**config.mk**
```make
export PLATFORM = sky130hd
export DESIGN_NAME = step_compare_top
export DESIGN_NICKNAME = d
export VERILOG_FILES = /design/src/rtl/step_compare_pkg.sv /design/src/rtl/retire_if.sv /design/src/rtl/retire_capture.sv /design/src/rtl/step_scheduler.sv /design/src/rtl/retire_comparator.sv /design/src/rtl/step_compare_top.sv
export VERILOG_INCLUDE_DIRS = /design/src /design/src/rtl
export SDC_FILE = /design/constraint.sdc
export NUM_CORES = 1
export LEC_CHECK = 0
export ABC_CLOCK_PERIOD_IN_PS = 5100
export BUFFER_PORTS_ARGS = -buffer_cell sky130_fd_sc_hd__buf_2
export CAP_MARGIN = 20
export CORE_UTILIZATION = 50
export DETAILED_ROUTE_END_ITERATION = 12
export HOLD_SLACK_MARGIN = 0.03
export PLACE_DENSITY = 0.76
export SETUP_SLACK_MARGIN = 0.2
export SLEW_MARGIN = 10
export SYNTH_ARGS = -nofsm -noshare
export SYNTH_HDL_FRONTEND = slang
export SYNTH_SLANG_ARGS = --single-unit
```
**constraint.sdc**
```tcl
create_clock -name ret_rtl -period 5.1 [get_ports ret_rtl]
set_input_delay 1.275 -clock ret_rtl [delete_from_list [all_inputs] [get_ports ret_rtl]]
set_output_delay 1.275 -clock ret_rtl [all_outputs]
set_load 0.01 [all_outputs]
```
**src/rtl/step_compare_config.svh**
```systemverilog
/*
  Width and size constants for the lockstep retirement checker.
  Only an XLEN of 32 has been verified.
  Check counters saturate at all ones and do not wrap.
*/
`ifndef STEP_COMPARE_CONFIG_SVH
`define STEP_COMPARE_CONFIG_SVH

// retired pc and register write data width
`define SC_XLEN 32

// destination register index width, x0..x31
`define SC_REG_AW 5

// width of the pc and gpr check counters
`define SC_CNT_W 16

`endif

```
**src/rtl/step_compare_pkg.sv**
```systemverilog
/*
  Shared types for the lockstep retirement checker.
  Widths come from step_compare_config.svh.
*/
package step_compare_pkg;

`include "step_compare_config.svh"

   // one retired program counter
   typedef logic [`SC_XLEN-1:0] pc_t;

   // register write data
   typedef logic [`SC_XLEN-1:0] gpr_data_t;

   // destination register index
   typedef logic [`SC_REG_AW-1:0] gpr_addr_t;

   // saturating check counter
   typedef logic [`SC_CNT_W-1:0] check_cnt_t;

   // per-compare mismatch kind
   // bit 0 pc, bit 1 write enable or rd, bit 2 write data
   typedef logic [2:0] mismatch_flags_t;

   // lockstep phases
   typedef enum logic [1:0] {
      S_RUN_DUT,
      S_RUN_REF,
      S_COMPARE
   } sched_state_t;

endpackage

```
**src/rtl/retire_if.sv**
```systemverilog
/*
  One held retirement record.
  valid is a level and stays high until the producer is cleared.
  we is already normalized, so a write to x0 shows as no write.
*/
`timescale 1ns/1ps

interface retire_if
   import step_compare_pkg::*;
();

   // record held by the capture
   logic      valid;
   pc_t       pc;
   logic      we;
   gpr_addr_t rd;
   gpr_data_t wdata;

   // capture side
   modport producer (
      output valid,
      output pc,
      output we,
      output rd,
      output wdata
   );

   // comparator side
   modport consumer (
      input valid,
      input pc,
      input we,
      input rd,
      input wdata
   );

endinterface

```
**src/rtl/retire_capture.sv**
```systemverilog
/*
  Holds one retirement record from a one-cycle strobe.
  A strobe is taken only while accept_i is high, other strobes are dropped
  and reported on out_of_turn_o. The record is held until clear_i.
*/
`timescale 1ns/1ps

module retire_capture
   import step_compare_pkg::*;
(
   input  logic       ret_rtl,
   input  logic       reset_i,
   input  logic       strobe_valid_i,
   input  pc_t        strobe_pc_i,
   input  logic       strobe_we_i,
   input  gpr_addr_t  strobe_rd_i,
   input  gpr_data_t  strobe_wdata_i,
   input  logic       accept_i,
   input  logic       clear_i,
   retire_if.producer rec,
   output logic       out_of_turn_o
);

   logic      take;
   logic      valid_q;
   pc_t       pc_q;
   logic      we_q;
   gpr_addr_t rd_q;
   gpr_data_t wdata_q;

   // strobe counts only inside its step window
   assign take = strobe_valid_i && accept_i;

   // strobe outside the window, one-cycle pulse
   assign out_of_turn_o = strobe_valid_i && !accept_i;

   // held-valid level
   // a new record wins over a clear in the same cycle
   always_ff @(posedge ret_rtl) begin
      if (reset_i) begin
         valid_q <= 1'b0;
      end else if (take) begin
         valid_q <= 1'b1;
      end else if (clear_i) begin
         valid_q <= 1'b0;
      end
   end

   // payload, x0 writes fold into no write
   always_ff @(posedge ret_rtl) begin
      if (take) begin
         pc_q    <= strobe_pc_i;
         we_q    <= strobe_we_i && (strobe_rd_i != '0);
         rd_q    <= strobe_rd_i;
         wdata_q <= strobe_wdata_i;
      end
   end

   assign rec.valid = valid_q;
   assign rec.pc    = pc_q;
   assign rec.we    = we_q;
   assign rec.rd    = rd_q;
   assign rec.wdata = wdata_q;

endmodule

```
**src/rtl/step_scheduler.sv**
```systemverilog
/*
  Lockstep scheduler: core first, then reference, then one compare cycle.
  Step levels are decoded from the state register and the held-valid levels
  only, so they switch on the same edge that captures a record.
  Producers must wait for their step level, there is no other back-pressure.
*/
`timescale 1ns/1ps

module step_scheduler
   import step_compare_pkg::*;
(
   input  logic ret_rtl,
   input  logic reset_i,
   input  logic dut_captured_i,
   input  logic ref_captured_i,
   output logic step_dut_o,
   output logic step_ref_o,
   output logic compare_o
);

   sched_state_t state_q;
   sched_state_t state_cur;
   sched_state_t state_nxt;

   // effective phase
   // a freshly held record moves the phase on at once
   always_comb begin
      state_cur = state_q;
      case (state_q)
         S_RUN_DUT: begin
            if (dut_captured_i) begin
               state_cur = S_RUN_REF;
            end
         end
         S_RUN_REF: begin
            if (ref_captured_i) begin
               state_cur = S_COMPARE;
            end
         end
         default: begin
            // compare is never stored, treat as a pending compare
            state_cur = S_COMPARE;
         end
      endcase
   end

   // compare lasts one cycle, then back to the core
   always_comb begin
      if (state_cur == S_COMPARE) begin
         state_nxt = S_RUN_DUT;
      end else begin
         state_nxt = state_cur;
      end
   end

   always_ff @(posedge ret_rtl) begin
      if (reset_i) begin
         state_q <= S_RUN_DUT;
      end else begin
         state_q <= state_nxt;
      end
   end

   // at most one step level at a time
   assign step_dut_o = (state_cur == S_RUN_DUT);
   assign step_ref_o = (state_cur == S_RUN_REF);

   // evaluate and clear both captures
   assign compare_o  = (state_cur == S_COMPARE);

endmodule

```
**src/rtl/retire_comparator.sv**
```systemverilog
/*
  Compares the held core and reference records on compare_i.
  Results register on the next edge together with compare_done_o.
  Only the first mismatch is kept, counters saturate at all ones.
  Data is compared only when both sides write.
*/
`timescale 1ns/1ps

module retire_comparator
   import step_compare_pkg::*;
(
   input  logic            ret_rtl,
   input  logic            reset_i,
   input  logic            compare_i,
   retire_if.consumer      dut_rec,
   retire_if.consumer      ref_rec,
   output logic            compare_done_o,
   output logic            mismatch_o,
   output mismatch_flags_t mismatch_kind_o,
   output pc_t             mismatch_pc_o,
   output check_cnt_t      pc_checks_o,
   output check_cnt_t      gpr_checks_o
);

   logic            evaluate;
   logic            gpr_check;
   logic            both_write;
   mismatch_flags_t flags;

   logic            done_q;
   logic            mismatch_q;
   mismatch_flags_t kind_q;
   pc_t             mis_pc_q;
   check_cnt_t      pc_cnt_q;
   check_cnt_t      gpr_cnt_q;

   // both records must be held
   assign evaluate   = compare_i && dut_rec.valid && ref_rec.valid;

   // register check when either side writes
   assign gpr_check  = dut_rec.we || ref_rec.we;
   assign both_write = dut_rec.we && ref_rec.we;

   // rd only matters when the core writes
   always_comb begin
      flags    = '0;
      flags[0] = (dut_rec.pc != ref_rec.pc);
      flags[1] = (dut_rec.we != ref_rec.we) || (both_write && (dut_rec.rd != ref_rec.rd));
      flags[2] = both_write && (dut_rec.wdata != ref_rec.wdata);
   end

   // done pulse one edge after the compare request
   always_ff @(posedge ret_rtl) begin
      if (reset_i) begin
         done_q <= 1'b0;
      end else begin
         done_q <= evaluate;
      end
   end

   // saturating check counters
   always_ff @(posedge ret_rtl) begin
      if (reset_i) begin
         pc_cnt_q  <= '0;
         gpr_cnt_q <= '0;
      end else if (evaluate) begin
         if (pc_cnt_q != '1) begin
            pc_cnt_q <= pc_cnt_q + check_cnt_t'(1);
         end
         if (gpr_check && (gpr_cnt_q != '1)) begin
            gpr_cnt_q <= gpr_cnt_q + check_cnt_t'(1);
         end
      end
   end

   // first mismatch capture, sticky until reset
   always_ff @(posedge ret_rtl) begin
      if (reset_i) begin
         mismatch_q <= 1'b0;
         kind_q     <= '0;
         mis_pc_q   <= '0;
      end else if (evaluate && (flags != '0) && !mismatch_q) begin
         mismatch_q <= 1'b1;
         kind_q     <= flags;
         // the core's pc, not the reference's
         mis_pc_q   <= dut_rec.pc;
      end
   end

   assign compare_done_o  = done_q;
   assign mismatch_o      = mismatch_q;
   assign mismatch_kind_o = kind_q;
   assign mismatch_pc_o   = mis_pc_q;
   assign pc_checks_o     = pc_cnt_q;
   assign gpr_checks_o    = gpr_cnt_q;

endmodule

```
**src/rtl/step_compare_top.sv**
```systemverilog
/*
  Lockstep retirement checker top level.
  valid inputs are one-cycle strobes, honored only while the matching
  step output is high. Any other strobe sets the sticky protocol_error_o.
  compare_done_o follows an accepted reference strobe by 2 edges.
*/
`timescale 1ns/1ps

module step_compare_top
   import step_compare_pkg::*;
(
   input  logic            ret_rtl,
   input  logic            reset_i,
   // core retirement
   input  logic            dut_valid_i,
   input  pc_t             dut_pc_i,
   input  logic            dut_we_i,
   input  gpr_addr_t       dut_rd_i,
   input  gpr_data_t       dut_wdata_i,
   // reference retirement
   input  logic            ref_valid_i,
   input  pc_t             ref_pc_i,
   input  logic            ref_we_i,
   input  gpr_addr_t       ref_rd_i,
   input  gpr_data_t       ref_wdata_i,
   // step levels and results
   output logic            step_dut_o,
   output logic            step_ref_o,
   output logic            compare_done_o,
   output logic            mismatch_o,
   output mismatch_flags_t mismatch_kind_o,
   output pc_t             mismatch_pc_o,
   output check_cnt_t      pc_checks_o,
   output check_cnt_t      gpr_checks_o,
   output logic            protocol_error_o
);

   retire_if dut_rec ();
   retire_if ref_rec ();

   logic compare;
   logic dut_out_of_turn;
   logic ref_out_of_turn;
   logic protocol_error_q;

   // core side, open while step_dut_o is high
   retire_capture dut_capture_inst (
      .ret_rtl        (ret_rtl),
      .reset_i        (reset_i),
      .strobe_valid_i (dut_valid_i),
      .strobe_pc_i    (dut_pc_i),
      .strobe_we_i    (dut_we_i),
      .strobe_rd_i    (dut_rd_i),
      .strobe_wdata_i (dut_wdata_i),
      .accept_i       (step_dut_o),
      .clear_i        (compare),
      .rec            (dut_rec.producer),
      .out_of_turn_o  (dut_out_of_turn)
   );

   // reference side
   retire_capture ref_capture_inst (
      .ret_rtl        (ret_rtl),
      .reset_i        (reset_i),
      .strobe_valid_i (ref_valid_i),
      .strobe_pc_i    (ref_pc_i),
      .strobe_we_i    (ref_we_i),
      .strobe_rd_i    (ref_rd_i),
      .strobe_wdata_i (ref_wdata_i),
      .accept_i       (step_ref_o),
      .clear_i        (compare),
      .rec            (ref_rec.producer),
      .out_of_turn_o  (ref_out_of_turn)
   );

   step_scheduler scheduler_inst (
      .ret_rtl        (ret_rtl),
      .reset_i        (reset_i),
      .dut_captured_i (dut_rec.valid),
      .ref_captured_i (ref_rec.valid),
      .step_dut_o     (step_dut_o),
      .step_ref_o     (step_ref_o),
      .compare_o      (compare)
   );

   retire_comparator comparator_inst (
      .ret_rtl         (ret_rtl),
      .reset_i         (reset_i),
      .compare_i       (compare),
      .dut_rec         (dut_rec.consumer),
      .ref_rec         (ref_rec.consumer),
      .compare_done_o  (compare_done_o),
      .mismatch_o      (mismatch_o),
      .mismatch_kind_o (mismatch_kind_o),
      .mismatch_pc_o   (mismatch_pc_o),
      .pc_checks_o     (pc_checks_o),
      .gpr_checks_o    (gpr_checks_o)
   );

   // sticky out-of-turn report
   always_ff @(posedge ret_rtl) begin
      if (reset_i) begin
         protocol_error_q <= 1'b0;
      end else if (dut_out_of_turn || ref_out_of_turn) begin
         protocol_error_q <= 1'b1;
      end
   end

   assign protocol_error_o = protocol_error_q;

endmodule

```
==> summary.md, run 1 <==
| Metric | Value |
|---|---|
| Commonest cells post-synth | edfxtp_1 (140), dfxtp_1 (74), nand2b_1 (65), xor2_1 (48), xnor2_1 (47) |
| PD cells | 340 nW/um2 |
| Yosys warns | 0 |
| Row count | 46 |
| Leak | 3.94 nW |
| Top-count cell post-synth | edfxtp_1 |
| Vias post-DR | 5300 |
| Post-synth top flop | edfxtp_1 |
| Min-delay src | comparator_inst.mismatch_kind_o[1]$_SDFFE_PP0P_ |
| Worst Hold Class | register to register |
| Crit path DAT | 1430 ps |
| Sw frac | 20.5% |
| Met1 Usage GRT | 23.1% |
| Gr ovfl total | 0 |
| Worst-path clk slew | 60 ps |
| Slew HR | 31.3% |
| Fill cell count | 1174 |
| GRT Total Usage | 20.0% |
| Critical Path Start | scheduler_inst.state_q[0]$_SDFF_PP0_ |
| Final setup vio count | 0 |
| Via count of the first global-routing pass | 5520 |
| Part of the power in registers | 54.8% |
| Total power | 3.49 mW |
| Final cell count without fillers | 1049 |
| First-pass GRT wire length | 27300 um |
| Antenna Cells | 0 |
| Worst path required time | 3830 ps |
| TritonCTS clock tree | built |
| Status | finished, final reports clean |
| Post-route ant nets | 0 |
| Switching pwr | 714 uW |
| Fmax | 0.370 GHz |
| Syn Inst Count | 595 |
| Async S/R FF share, synth | 0% |
| Maximum vdd drop | 0.293 mV |
| Final hold vios | 0 |
| Cell count after placement | 1009 |
| Placer Congestion | 0.827 |
| Synth area leaders | edfxtp_1 (50%), dfxtp_1 (18%), xor2_1 (5.0%), xnor2_1 (4.9%), nand2b_1 (4.9%) |
| Worst slack, placed | 2230 ps |
| Met2 usage | 35.3% |
| Slack of the critical path | 2400 ps |
| Clock buffer depth | 3 |
| Wire length per cell | 16.1 um |
| Yosys cell types | 48 |
| RSZ-0062 raised after global routing | false |
| Clock power frac | 41.1% |
| Critical Path End Type | output port |
| Worst setup SP type | register |
| Synth-to-layout area growth | 22.8% |
| CP Max Fanout | 7 |
| Max Cap Viol | 0 |
| Slew Limit Fails | 0 |
| Starting Density | 51.9% |
| Share of cells above drive strength 1 | 30.6% |
| Port Buffer Count | 215 |
| Die X | 131 um |
| CTS root buf | clkbuf_16 |
| DRT Wirelength | 16900 um |
| IO Pins | 216 |
| TritonCTS buffer count | 22 |
| Layout Skew | 23.0 ps |
| Reg2reg start | dut_capture_inst.rec.pc[11]$_DFFE_PP_ |
| Area leader, netlist | edfxtp_1 |
| Syn Nets | 743 |
| Hold_buf cts | 0 |
| HPWL Detailed | 12000 um |
| Nets | 966 |
| Clock Latency Late Sink | 510 ps |
| GRT met3 Usage | 5.36% |
| Initial antenna violation count | 2 |
| CTS resizes | 0 |
| Post-synth top area share | 50.4% |
| Final non-filler cell area | 10200 um2 |
| Post-Synthesis Cell Area | 8340 um2 |
| Setup TNS | 0 ps |
| Final routed DRC violation total | 0 |
| Int Power | 2.77 mW |
| Fin crit share | 53.0% |
| Core ar. | 16100 um2 |
| DRT iter0 DRCs | 289 |
| Postcts setup bufs | 0 |
| Drt pass-1 iters | 4 |
| Via density | 5.05 |
| GR peak layer | met2 |
| Register area share after synthesis | 68.2% |
| Setup CP Type | register to output port |
| Post-synth EDFFs | 140 |
| Post-synthesis register bit count | 214 |
| H-tree lvl count | 1 |
| Die height | 131 um |
| Worst-Margin Slew | 1030 ps |
| TritonCTS Sinks | 214 |
| Largest net degree at the start of global routing | 72 |
| Min cycle time layout | 2700 ps |
| Die outline area | 17200 um2 |
| Comb pwr share | 4.1% |
| Mean Syn Cell Area | 14.0 um2 |
| DP Area | 9580 um2 |
## kinds of logic after synthesis
| logic type | count (synthesis) | synth area share [%] |
|---|---|---|
| adders and majority gates | 4 | 0.600 |
| buffers and inverters | 25 | 1.74 |
| DFF | 214 | 68.2 |
| xor gates and xnor gates | 95 | 9.97 |
| and+or+nand+nor | 194 | 12.9 |
| muxes | 35 | 4.20 |
| other | 1 | 0.0450 |
| AOI/OAI and AO/OA | 27 | 2.43 |
## power by group through the flow
stage / Combinational [mW] / Clock, mW / Sequential, mW
floorplan: 0.0661 / 0 / 1.95
global placement: 0.137 / 0 / 1.95
detailed placement: 0.143 / 0 / 1.95
CTS: 0.144 / 1.47 / 1.91
global route: 0.157 / 1.54 / 1.91
finish: 0.142 / 1.43 / 1.91
## cell usage in the layout (no fill, tap or decap), drive strengths merged, types with 2 or more instances in the layout
cell type,Yosys,layout
buf,4,217
edfxtp,140,140
dfxtp,74,74
nand2b,65,65
xor2,48,48
xnor2,47,47
nor2,39,39
mux2i,35,35
clkbuf,14,28
nand4,16,16
nand2,14,14
nand3,13,13
nor4,12,12
clkinv,0,10
nor3,8,8
inv,7,7
a21oi,5,5
and3,4,4
ha,4,4
o21ai,4,4
or2,4,4
or2b,3,3
and4,3,3
nor2b,3,3
and2,3,3
o31a,3,3
or4,2,2
o21a,2,2
nand3b,2,2
or3,2,2
a211oi,2,2
o21ba,2,2
## worst paths after layout
kind	to	cells past startpoint	slack (ps)
max	step_ref_o	3	2400
min	comparator_inst.mismatch_kind_o[1]$_SDFFE_PP0P_	2	470
max reg2reg	comparator_inst.mismatch_pc_o[3]$_SDFFE_PP0P_	7	2510
min reg2reg	comparator_inst.mismatch_kind_o[1]$_SDFFE_PP0P_	2	470
## critical path, stage by stage, from the launching register on
cell,delay [ps]
dfxtp_1,360
nand2b_1,170
a21oi_1,230
buf_2,180
## metal layers
layer  wire [um]  vias to the layer above
met5          21                        -
met4         579                        4
met3        1350                       39
met2        8330                      204
met1        6660                     2505
li1            -                     2548
## cell type report
type                    instances  area (um2)  area share, %
flip-flops and latches        214        5690           55.5
multi-input cells             356        2520           24.6
repair buffers                217        1100           10.8
clock buffers                  28         583           5.69
well taps                     216         270           2.64
clock inverters                11        61.3          0.598
inverters                       7        26.3          0.256
## metrics by stage
step / util (%) / hold slack, ps
3_3_place_gp: 59.7 / 455
2_1_floorplan: - / 470
5_1_grt: 63.8 / 484
3_5_place_dp: 59.7 / 460
4_1_cts: 63.7 / 470
6_report: 63.8 / 472
## state kept, by name (all words and copies together), names as in the netlist, 2 cells and up
name / count
dut_capture_inst.rec.rd: 5
comparator_inst.gpr_checks_o: 16
ref_capture_inst.rec.pc: 32
scheduler_inst.state_q: 2
comparator_inst.mismatch_pc_o: 32
dut_capture_inst.rec.pc: 32
ref_capture_inst.rec.rd: 5
comparator_inst.mismatch_kind_o: 3
ref_capture_inst.rec.wdata: 32
dut_capture_inst.rec.wdata: 32
comparator_inst.pc_checks_o: 16
No activity file was read; power rests on OpenSTA's default activity.
==> inputs of run 2 (changes only) <==
--- a/config.mk
+++ b/config.mk
@@ -6,7 +6,7 @@
 export SDC_FILE = /design/constraint.sdc
 export NUM_CORES = 1
 export LEC_CHECK = 0
-export ABC_CLOCK_PERIOD_IN_PS = 5100
+export ABC_CLOCK_PERIOD_IN_PS = 2800
 export BUFFER_PORTS_ARGS = -buffer_cell sky130_fd_sc_hd__buf_2
 export CAP_MARGIN = 20
 export CORE_UTILIZATION = 50
==> constraint.sdc (replaced) <==
create_clock -name ret_rtl -period 2.8 [get_ports ret_rtl]
set_input_delay 0.7 -clock ret_rtl [delete_from_list [all_inputs] [get_ports ret_rtl]]
set_output_delay 0.7 -clock ret_rtl [all_outputs]
set_load 0.01 [all_outputs]
==> summary.md, run 2 (synthesis gave the netlist of run 1 again) <==
| Metric | Value |
|---|---|
| Hold path depth | 1 (was 2) |
| Setup TNS | 0 ps (unchanged) |
| RSZ-0062 raised after global routing | false (unchanged) |
| CTS resizes | 0 (unchanged) |
| Fmax | 0.407 GHz |
| Die outline area | 17200 um2 (unchanged) |
| Wire length per cell | 16.2 um (was 16.1 um) |
| Detailed route wirelength on metal3 | 1310 um (was 1350 um) |
| Core ar. | 16100 um2 (unchanged) |
| Most frequent cells in the layout | buf_2 (215), edfxtp_1 (140), dfxtp_1 (74), nand2b_1 (65), xor2_1 (48) (unchanged) |
| Clock power frac | 42.9% (was 41.1%) |
| Sw frac | 20.0% (was 20.5%) |
| Fill cell count | 1191 (was 1174) |
| Postcts setup bufs | 0 (unchanged) |
| Comb pwr share | 4.1% (about the same) |
| Initial antenna violation count | 1 (was 2) |
| Nets | 971 (was 966) |
| Die height | 131 um (unchanged) |
| TritonCTS buffer count | 22 (unchanged) |
| Worst slack, placed | 215 ps (was 2230 ps) |
| Synth-to-layout area growth | 24.7% (was 22.8%) |
| Largest net degree at the start of global routing | 61 (was 72) |
| Setup CP Type | register to register (was register to output port) |
| Critical Path Start | dut_capture_inst.rec.pc[12]$_DFFE_PP_ (was scheduler_inst.state_q[0]$_SDFF_PP0_) |
| Min-delay src | ref_pc_i[10] (was comparator_inst.mismatch_kind_o[1]$_SDFFE_PP0P_) |
| Part of the power in registers | 53.0% (was 54.8%) |
| TritonCTS Sinks | 214 (unchanged) |
| Maximum vdd drop | 0.530 mV (was 0.293 mV) |
| Max Used Layer | met5 (unchanged) |
| CP Max Fanout | 26 (was 7) |
| Status | finished, final reports clean (unchanged) |
| Antenna Cells | 0 (unchanged) |
| Via count of the first global-routing pass | 5449 (was 5520) |
| PD cells | 631 nW/um2 (was 340 nW/um2) |
| Post-route ant nets | 0 (unchanged) |
| Drt pass-1 iters | 6 (was 4) |
| Int Power | 5.25 mW (was 2.77 mW) |
| Share of cells above drive strength 1 | 31.9% (was 30.6%) |
| DRT Wirelength | 17100 um (was 16900 um) |
| Leak | 4.02 nW (was 3.94 nW) |
| GRT Total Usage | 19.8% (was 20.0%) |
| Final hold vios | 0 (unchanged) |
| Final setup vio count | 0 (unchanged) |
| Worst-Margin Slew | 632 ps (was 1030 ps) |
| Min cycle time layout | 2450 ps |
| H-tree lvl count | 1 (unchanged) |
| Starting Density | 51.9% (unchanged) |
| Row count | 46 (unchanged) |
| Metal-1 WL | 6820 um (was 6660 um) |
| Layout Skew | 6.94 ps (was 23.0 ps) |
| Final non-filler cell area | 10400 um2 (was 10200 um2) |
| Via density | 5.00 (was 5.05) |
| Switching pwr | 1.31 mW (was 714 uW) |
| Port Buffer Count | 215 (unchanged) |
| Slew HR | 57.9% (was 31.3%) |
| Worst Hold Class | primary input to register (was register to register) |
| Slack of the critical path | 345 ps (was 2400 ps) |
| Placer Congestion | 0.827 (about the same) |
| Clock buffer depth | 3 (unchanged) |
| R2R depth | 7 (unchanged) |
| First-pass GRT wire length | 27000 um (was 27300 um) |
| Critical Path End Type | register (was output port) |
| Max Cap Viol | 0 (unchanged) |
| Worst path required time | 3190 ps (was 3830 ps) |
| DRT iter0 DRCs | 219 (was 289) |
| Slew Limit Fails | 0 (unchanged) |
| DP Area | 9680 um2 (was 9580 um2) |
| CTS root buf | clkbuf_16 (unchanged) |
| Crit path DAT | 2840 ps (was 1430 ps) |
| Fin crit share | 87.7% |
| IO Pins | 216 (unchanged) |
| Clock Latency Late Sink | 490 ps (was 510 ps) |
| Vias post-DR | 5275 (was 5300) |
| TritonCTS clock tree | built (unchanged) |
| Reg2reg start | dut_capture_inst.rec.pc[12]$_DFFE_PP_ (was dut_capture_inst.rec.pc[11]$_DFFE_PP_) |
| Die X | 131 um (unchanged) |
| HPWL Detailed | 12200 um (was 12000 um) |
| Worst hold slack | 378 ps (was 472 ps) |
| Routed met2 length | 8410 um (was 8330 um) |
| Final routed DRC violation total | 0 (unchanged) |
| Worst-path clk slew | 60 ps (about the same) |
| Hold_buf cts | 0 (unchanged) |
| Worst setup SP type | register (unchanged) |
| Gr ovfl total | 0 (unchanged) |
| Most common cell after layout, fill and taps aside | buf_2 (unchanged) |
| Final design utilization | 64.8% (was 63.8%) |
-- run 2: cell count changes in the layout (fill, tap and decap cells not counted), sizes merged --
cell      previous run  this run
clkbuf              28        31
clkinv              10         9
buf                217       222
clkinvlp             1         0
-- run 2: metrics by stage --
| stage | instances | power [mW] |
|---|---|---|
| after floorplan | 595 | 3.66 |
| final | 1055 | 6.57 |
| after CTS | 1055 | 6.63 |
| after detailed placement | 1015 | 3.82 |
| after global routing | 1055 | 6.78 |
| after global placement | 1015 | 3.81 |
-- run 2: layer usage --
layer	vias up	track usage, %
met3	38	5.36
met5	-	0
met1	2474	22.8
li1	2561	-
met2	200	35.2
met4	2	6.99
-- run 2: final cells by class --
class | instances | area [um2] | share of cell area, %
clock inverter | 9 | 43.8 | 0.421
clock buffer | 31 | 669 | 6.43
multi-input combinational | 356 | 2530 | 24.3
tap | 216 | 270 | 2.60
sequential | 214 | 5690 | 54.6
timing repair buffer | 222 | 1180 | 11.3
inverter | 7 | 26.3 | 0.253
-- run 2: worst max-delay path, cell delays in order, from the launching register on --
cell and delay, ps:
edfxtp_1 410, xor2_1 180, nor4_1 400, nand4_1 250
or2_1 290, o31a_2 420, buf_12 230, o21ba_1 170
-- run 2: power groups by stage --
stage / Combinational [mW] / Sequential (mW) / Clock (mW)
2_1_floorplan: 0.121 / 3.54 / 0
3_3_place_gp: 0.264 / 3.54 / 0
3_5_place_dp: 0.271 / 3.55 / 0
4_1_cts: 0.273 / 3.48 / 2.88
5_1_grt: 0.297 / 3.48 / 3.00
6_report: 0.271 / 3.48 / 2.82
-- run 2: path summary, 6_finish.rpt --
check | end | slack [ps]
setup reg to reg | comparator_inst.mismatch_o$_SDFFE_PP0P_ | 350
hold / removal | ref_capture_inst.rec.pc[10]$_DFFE_PP_ | 380
hold reg to reg | comparator_inst.mismatch_pc_o[0]$_SDFFE_PP0P_ | 470
setup / recovery | comparator_inst.mismatch_o$_SDFFE_PP0P_ | 350
==> inputs of run 3 (changes only) <==
--- a/config.mk
+++ b/config.mk
@@ -9,10 +9,9 @@
 export ABC_CLOCK_PERIOD_IN_PS = 2800
 export BUFFER_PORTS_ARGS = -buffer_cell sky130_fd_sc_hd__buf_2
 export CAP_MARGIN = 20
-export CORE_UTILIZATION = 50
+export CORE_UTILIZATION = 25
 export DETAILED_ROUTE_END_ITERATION = 12
 export HOLD_SLACK_MARGIN = 0.03
-export PLACE_DENSITY = 0.76
 export SETUP_SLACK_MARGIN = 0.2
 export SLEW_MARGIN = 10
 export SYNTH_ARGS = -nofsm -noshare
==> summary.md, run 3 (synthesis gave the netlist of run 1 again) <==
| Metric | Value |
|---|---|
| Status | finished, final reports clean (unchanged) |
| CP max stage cell | edfxtp_1 (was o31a_2) |
| Postcts setup bufs | 0 (unchanged) |
| Cell count after placement | 1242 (was 1015) |
| Core ar. | 32700 um2 (was 16100 um2) |
| Leak | 4.07 nW (was 4.02 nW) |
| Post-route ant nets | 0 (unchanged) |
| Worst-Margin Slew | 982 ps (was 632 ps) |
| Port Buffer Count | 215 (unchanged) |
| Worst path bufs/invs | 2 (was 1) |
| CTS resizes | 0 (unchanged) |
| RSZ-0062 raised after global routing | false (unchanged) |
| TritonCTS buffer count | 25 (was 22) |
| Starting Density | 25.5% (was 51.9%) |
| GRT Total Usage | 10.9% (was 19.8%) |
| DRT Wirelength | 19100 um (was 17100 um) |
| Min cycle time layout | 2420 ps (was 2450 ps) |
| Vias post-DR | 5158 (was 5275) |
| Final routed DRC violation total | 0 (unchanged) |
| Maximum vdd drop | 0.674 mV (was 0.530 mV) |
| Setup CP Type | register to register (unchanged) |
| Placer Congestion | 0.743 (was 0.827) |
| Final cell count without fillers | 1290 (was 1055) |
| Met1 Usage GRT | 13.6% (was 22.8%) |
| Worst setup SP type | register (unchanged) |
| Area of the multi-input gates | 2520 um2 (was 2530 um2) |
| Crit path max-delay family | simple AND/OR/NAND/NOR gates (unchanged) |
| CTS root buf | clkbuf_16 (unchanged) |
| Die outline area | 34100 um2 (was 17200 um2) |
| First-pass GRT wire length | 28400 um (was 27000 um) |
| Fmax | 0.413 GHz (was 0.407 GHz) |
| Initial antenna violation count | 1 (unchanged) |
| Final hold vios | 0 (unchanged) |
| Crit path DAT | 2820 ps (was 2840 ps) |
| Setup TNS | 0 ps (unchanged) |
| Nets | 975 (was 971) |
| Wire length per cell | 14.8 um (was 16.2 um) |
| Clock Latency Late Sink | 530 ps (was 490 ps) |
| Final setup vio count | 0 (unchanged) |
| Layout Skew | 15.8 ps (was 6.94 ps) |
| CP Cell Sequence | xor2_1 -> nor4_1 -> buf_4 -> nand4_1 -> or2_1 -> o31a_2 -> buf_12 -> mux2i_1 (was xor2_1 -> nor4_1 -> nand4_1 -> or2_1 -> o31a_2 -> buf_12 -> o21ba_1) |
| PD cells | 655 nW/um2 (was 631 nW/um2) |
| Worst hold slack | 342 ps (was 378 ps) |
| GR peak layer | met2 (unchanged) |
| Most frequent cells in the layout | buf_2 (215), edfxtp_1 (140), dfxtp_1 (74), nand2b_1 (65), xor2_1 (48) (unchanged) |
| Slew Limit Fails | 0 (unchanged) |
| Critical Path End Type | register (unchanged) |
| Final design utilization | 33.1% (was 64.8%) |
| Drt pass-1 iters | 4 (was 6) |
| Synth-to-layout area growth | 29.7% (was 24.7%) |
| HPWL Detailed | 13400 um (was 12200 um) |
| TritonCTS clock tree | built (unchanged) |
| Largest net degree at the start of global routing | 108 (was 61) |
| Via count of the first global-routing pass | 5109 (was 5449) |
| DRT iter0 DRCs | 176 (was 219) |
| Delay of the slowest cell on the worst path | 400 ps (was 420 ps) |
| Fill cell count | 3288 (was 1191) |
| Hold_buf cts | 0 (unchanged) |
| TritonCTS Sinks | 214 (unchanged) |
| Fin crit share | 86.5% (was 87.7%) |
| Worst path required time | 3200 ps (was 3190 ps) |
| Worst-path clk slew | 60 ps (about the same) |
| Max Cap Viol | 0 (unchanged) |
| Worst Hold Class | primary input to register (unchanged) |
| Met2 usage | 17.8% (was 35.2%) |
| Gr ovfl total | 0 (unchanged) |
| Clock buffer depth | 3 (unchanged) |
| Share of cells above drive strength 1 | 31.7% (was 31.9%) |
| IO Pins | 216 (unchanged) |
| Slew HR | 34.2% (was 57.9%) |
| GRT met3 Usage | 3.42% (was 5.36%) |
| Most common cell after layout, fill and taps aside | buf_2 (unchanged) |
| H-tree lvl count | 1 (unchanged) |
| Via density | 4.00 (was 5.00) |
| CP Max Fanout | 31 (was 26) |
| Row count | 66 (was 46) |
| Die height | 185 um (was 131 um) |
| Register area | 5690 um2 (unchanged) |
| Die X | 185 um (was 131 um) |
[run 3: cell type report]
| class | count | share of cell area [%] |
|---|---|---|
| antenna | 3 | 0.0694 |
| clock buffer | 31 | 6.08 |
| clock inverter | 14 | 1.64 |
| inverter | 7 | 0.243 |
| multi-input combinational | 356 | 23.3 |
| sequential | 214 | 52.6 |
| tap | 442 | 5.11 |
| timing repair buffer | 223 | 11.0 |
[run 3: power by group]
part | internal (mW) | switching [mW]
logic | 0.142 | 0.138
registers | 3.45 | 0.0332
clock network | 2.03 | 1.30
total | 5.62 | 1.47
[run 3: layer usage]
metal / up-vias / wire (um)
li1: 2574 / -
met1: 2391 / 8500
met2: 163 / 8730
met3: 30 / 1460
met4: 0 / 411
met5: - / 0
[run 3: worst paths after layout]
kind	from	to	slack, ps	cells past startpoint
worst max-delay path	dut_capture_inst.rec.pc[11]$_DFFE_PP_	comparator_inst.mismatch_pc_o[29]$_SDFFE_PP0P_	380	8
worst min register to register	comparator_inst.mismatch_kind_o[1]$_SDFFE_PP0P_	comparator_inst.mismatch_kind_o[1]$_SDFFE_PP0P_	460	2
worst max register to register	dut_capture_inst.rec.pc[11]$_DFFE_PP_	comparator_inst.mismatch_pc_o[29]$_SDFFE_PP0P_	380	8
worst min-delay path	dut_wdata_i[31]	dut_capture_inst.rec.wdata[31]$_DFFE_PP_	340	1
[run 3: metrics by stage]
step,total power [mW],instance area (um2),worst slack [ps]
5_1_grt,7.36,10800,202
2_1_floorplan,3.66,8340,624
3_3_place_gp,3.83,9970,328
4_1_cts,7.21,10800,257
3_5_place_dp,3.83,9970,277
6_report,7.09,10800,379
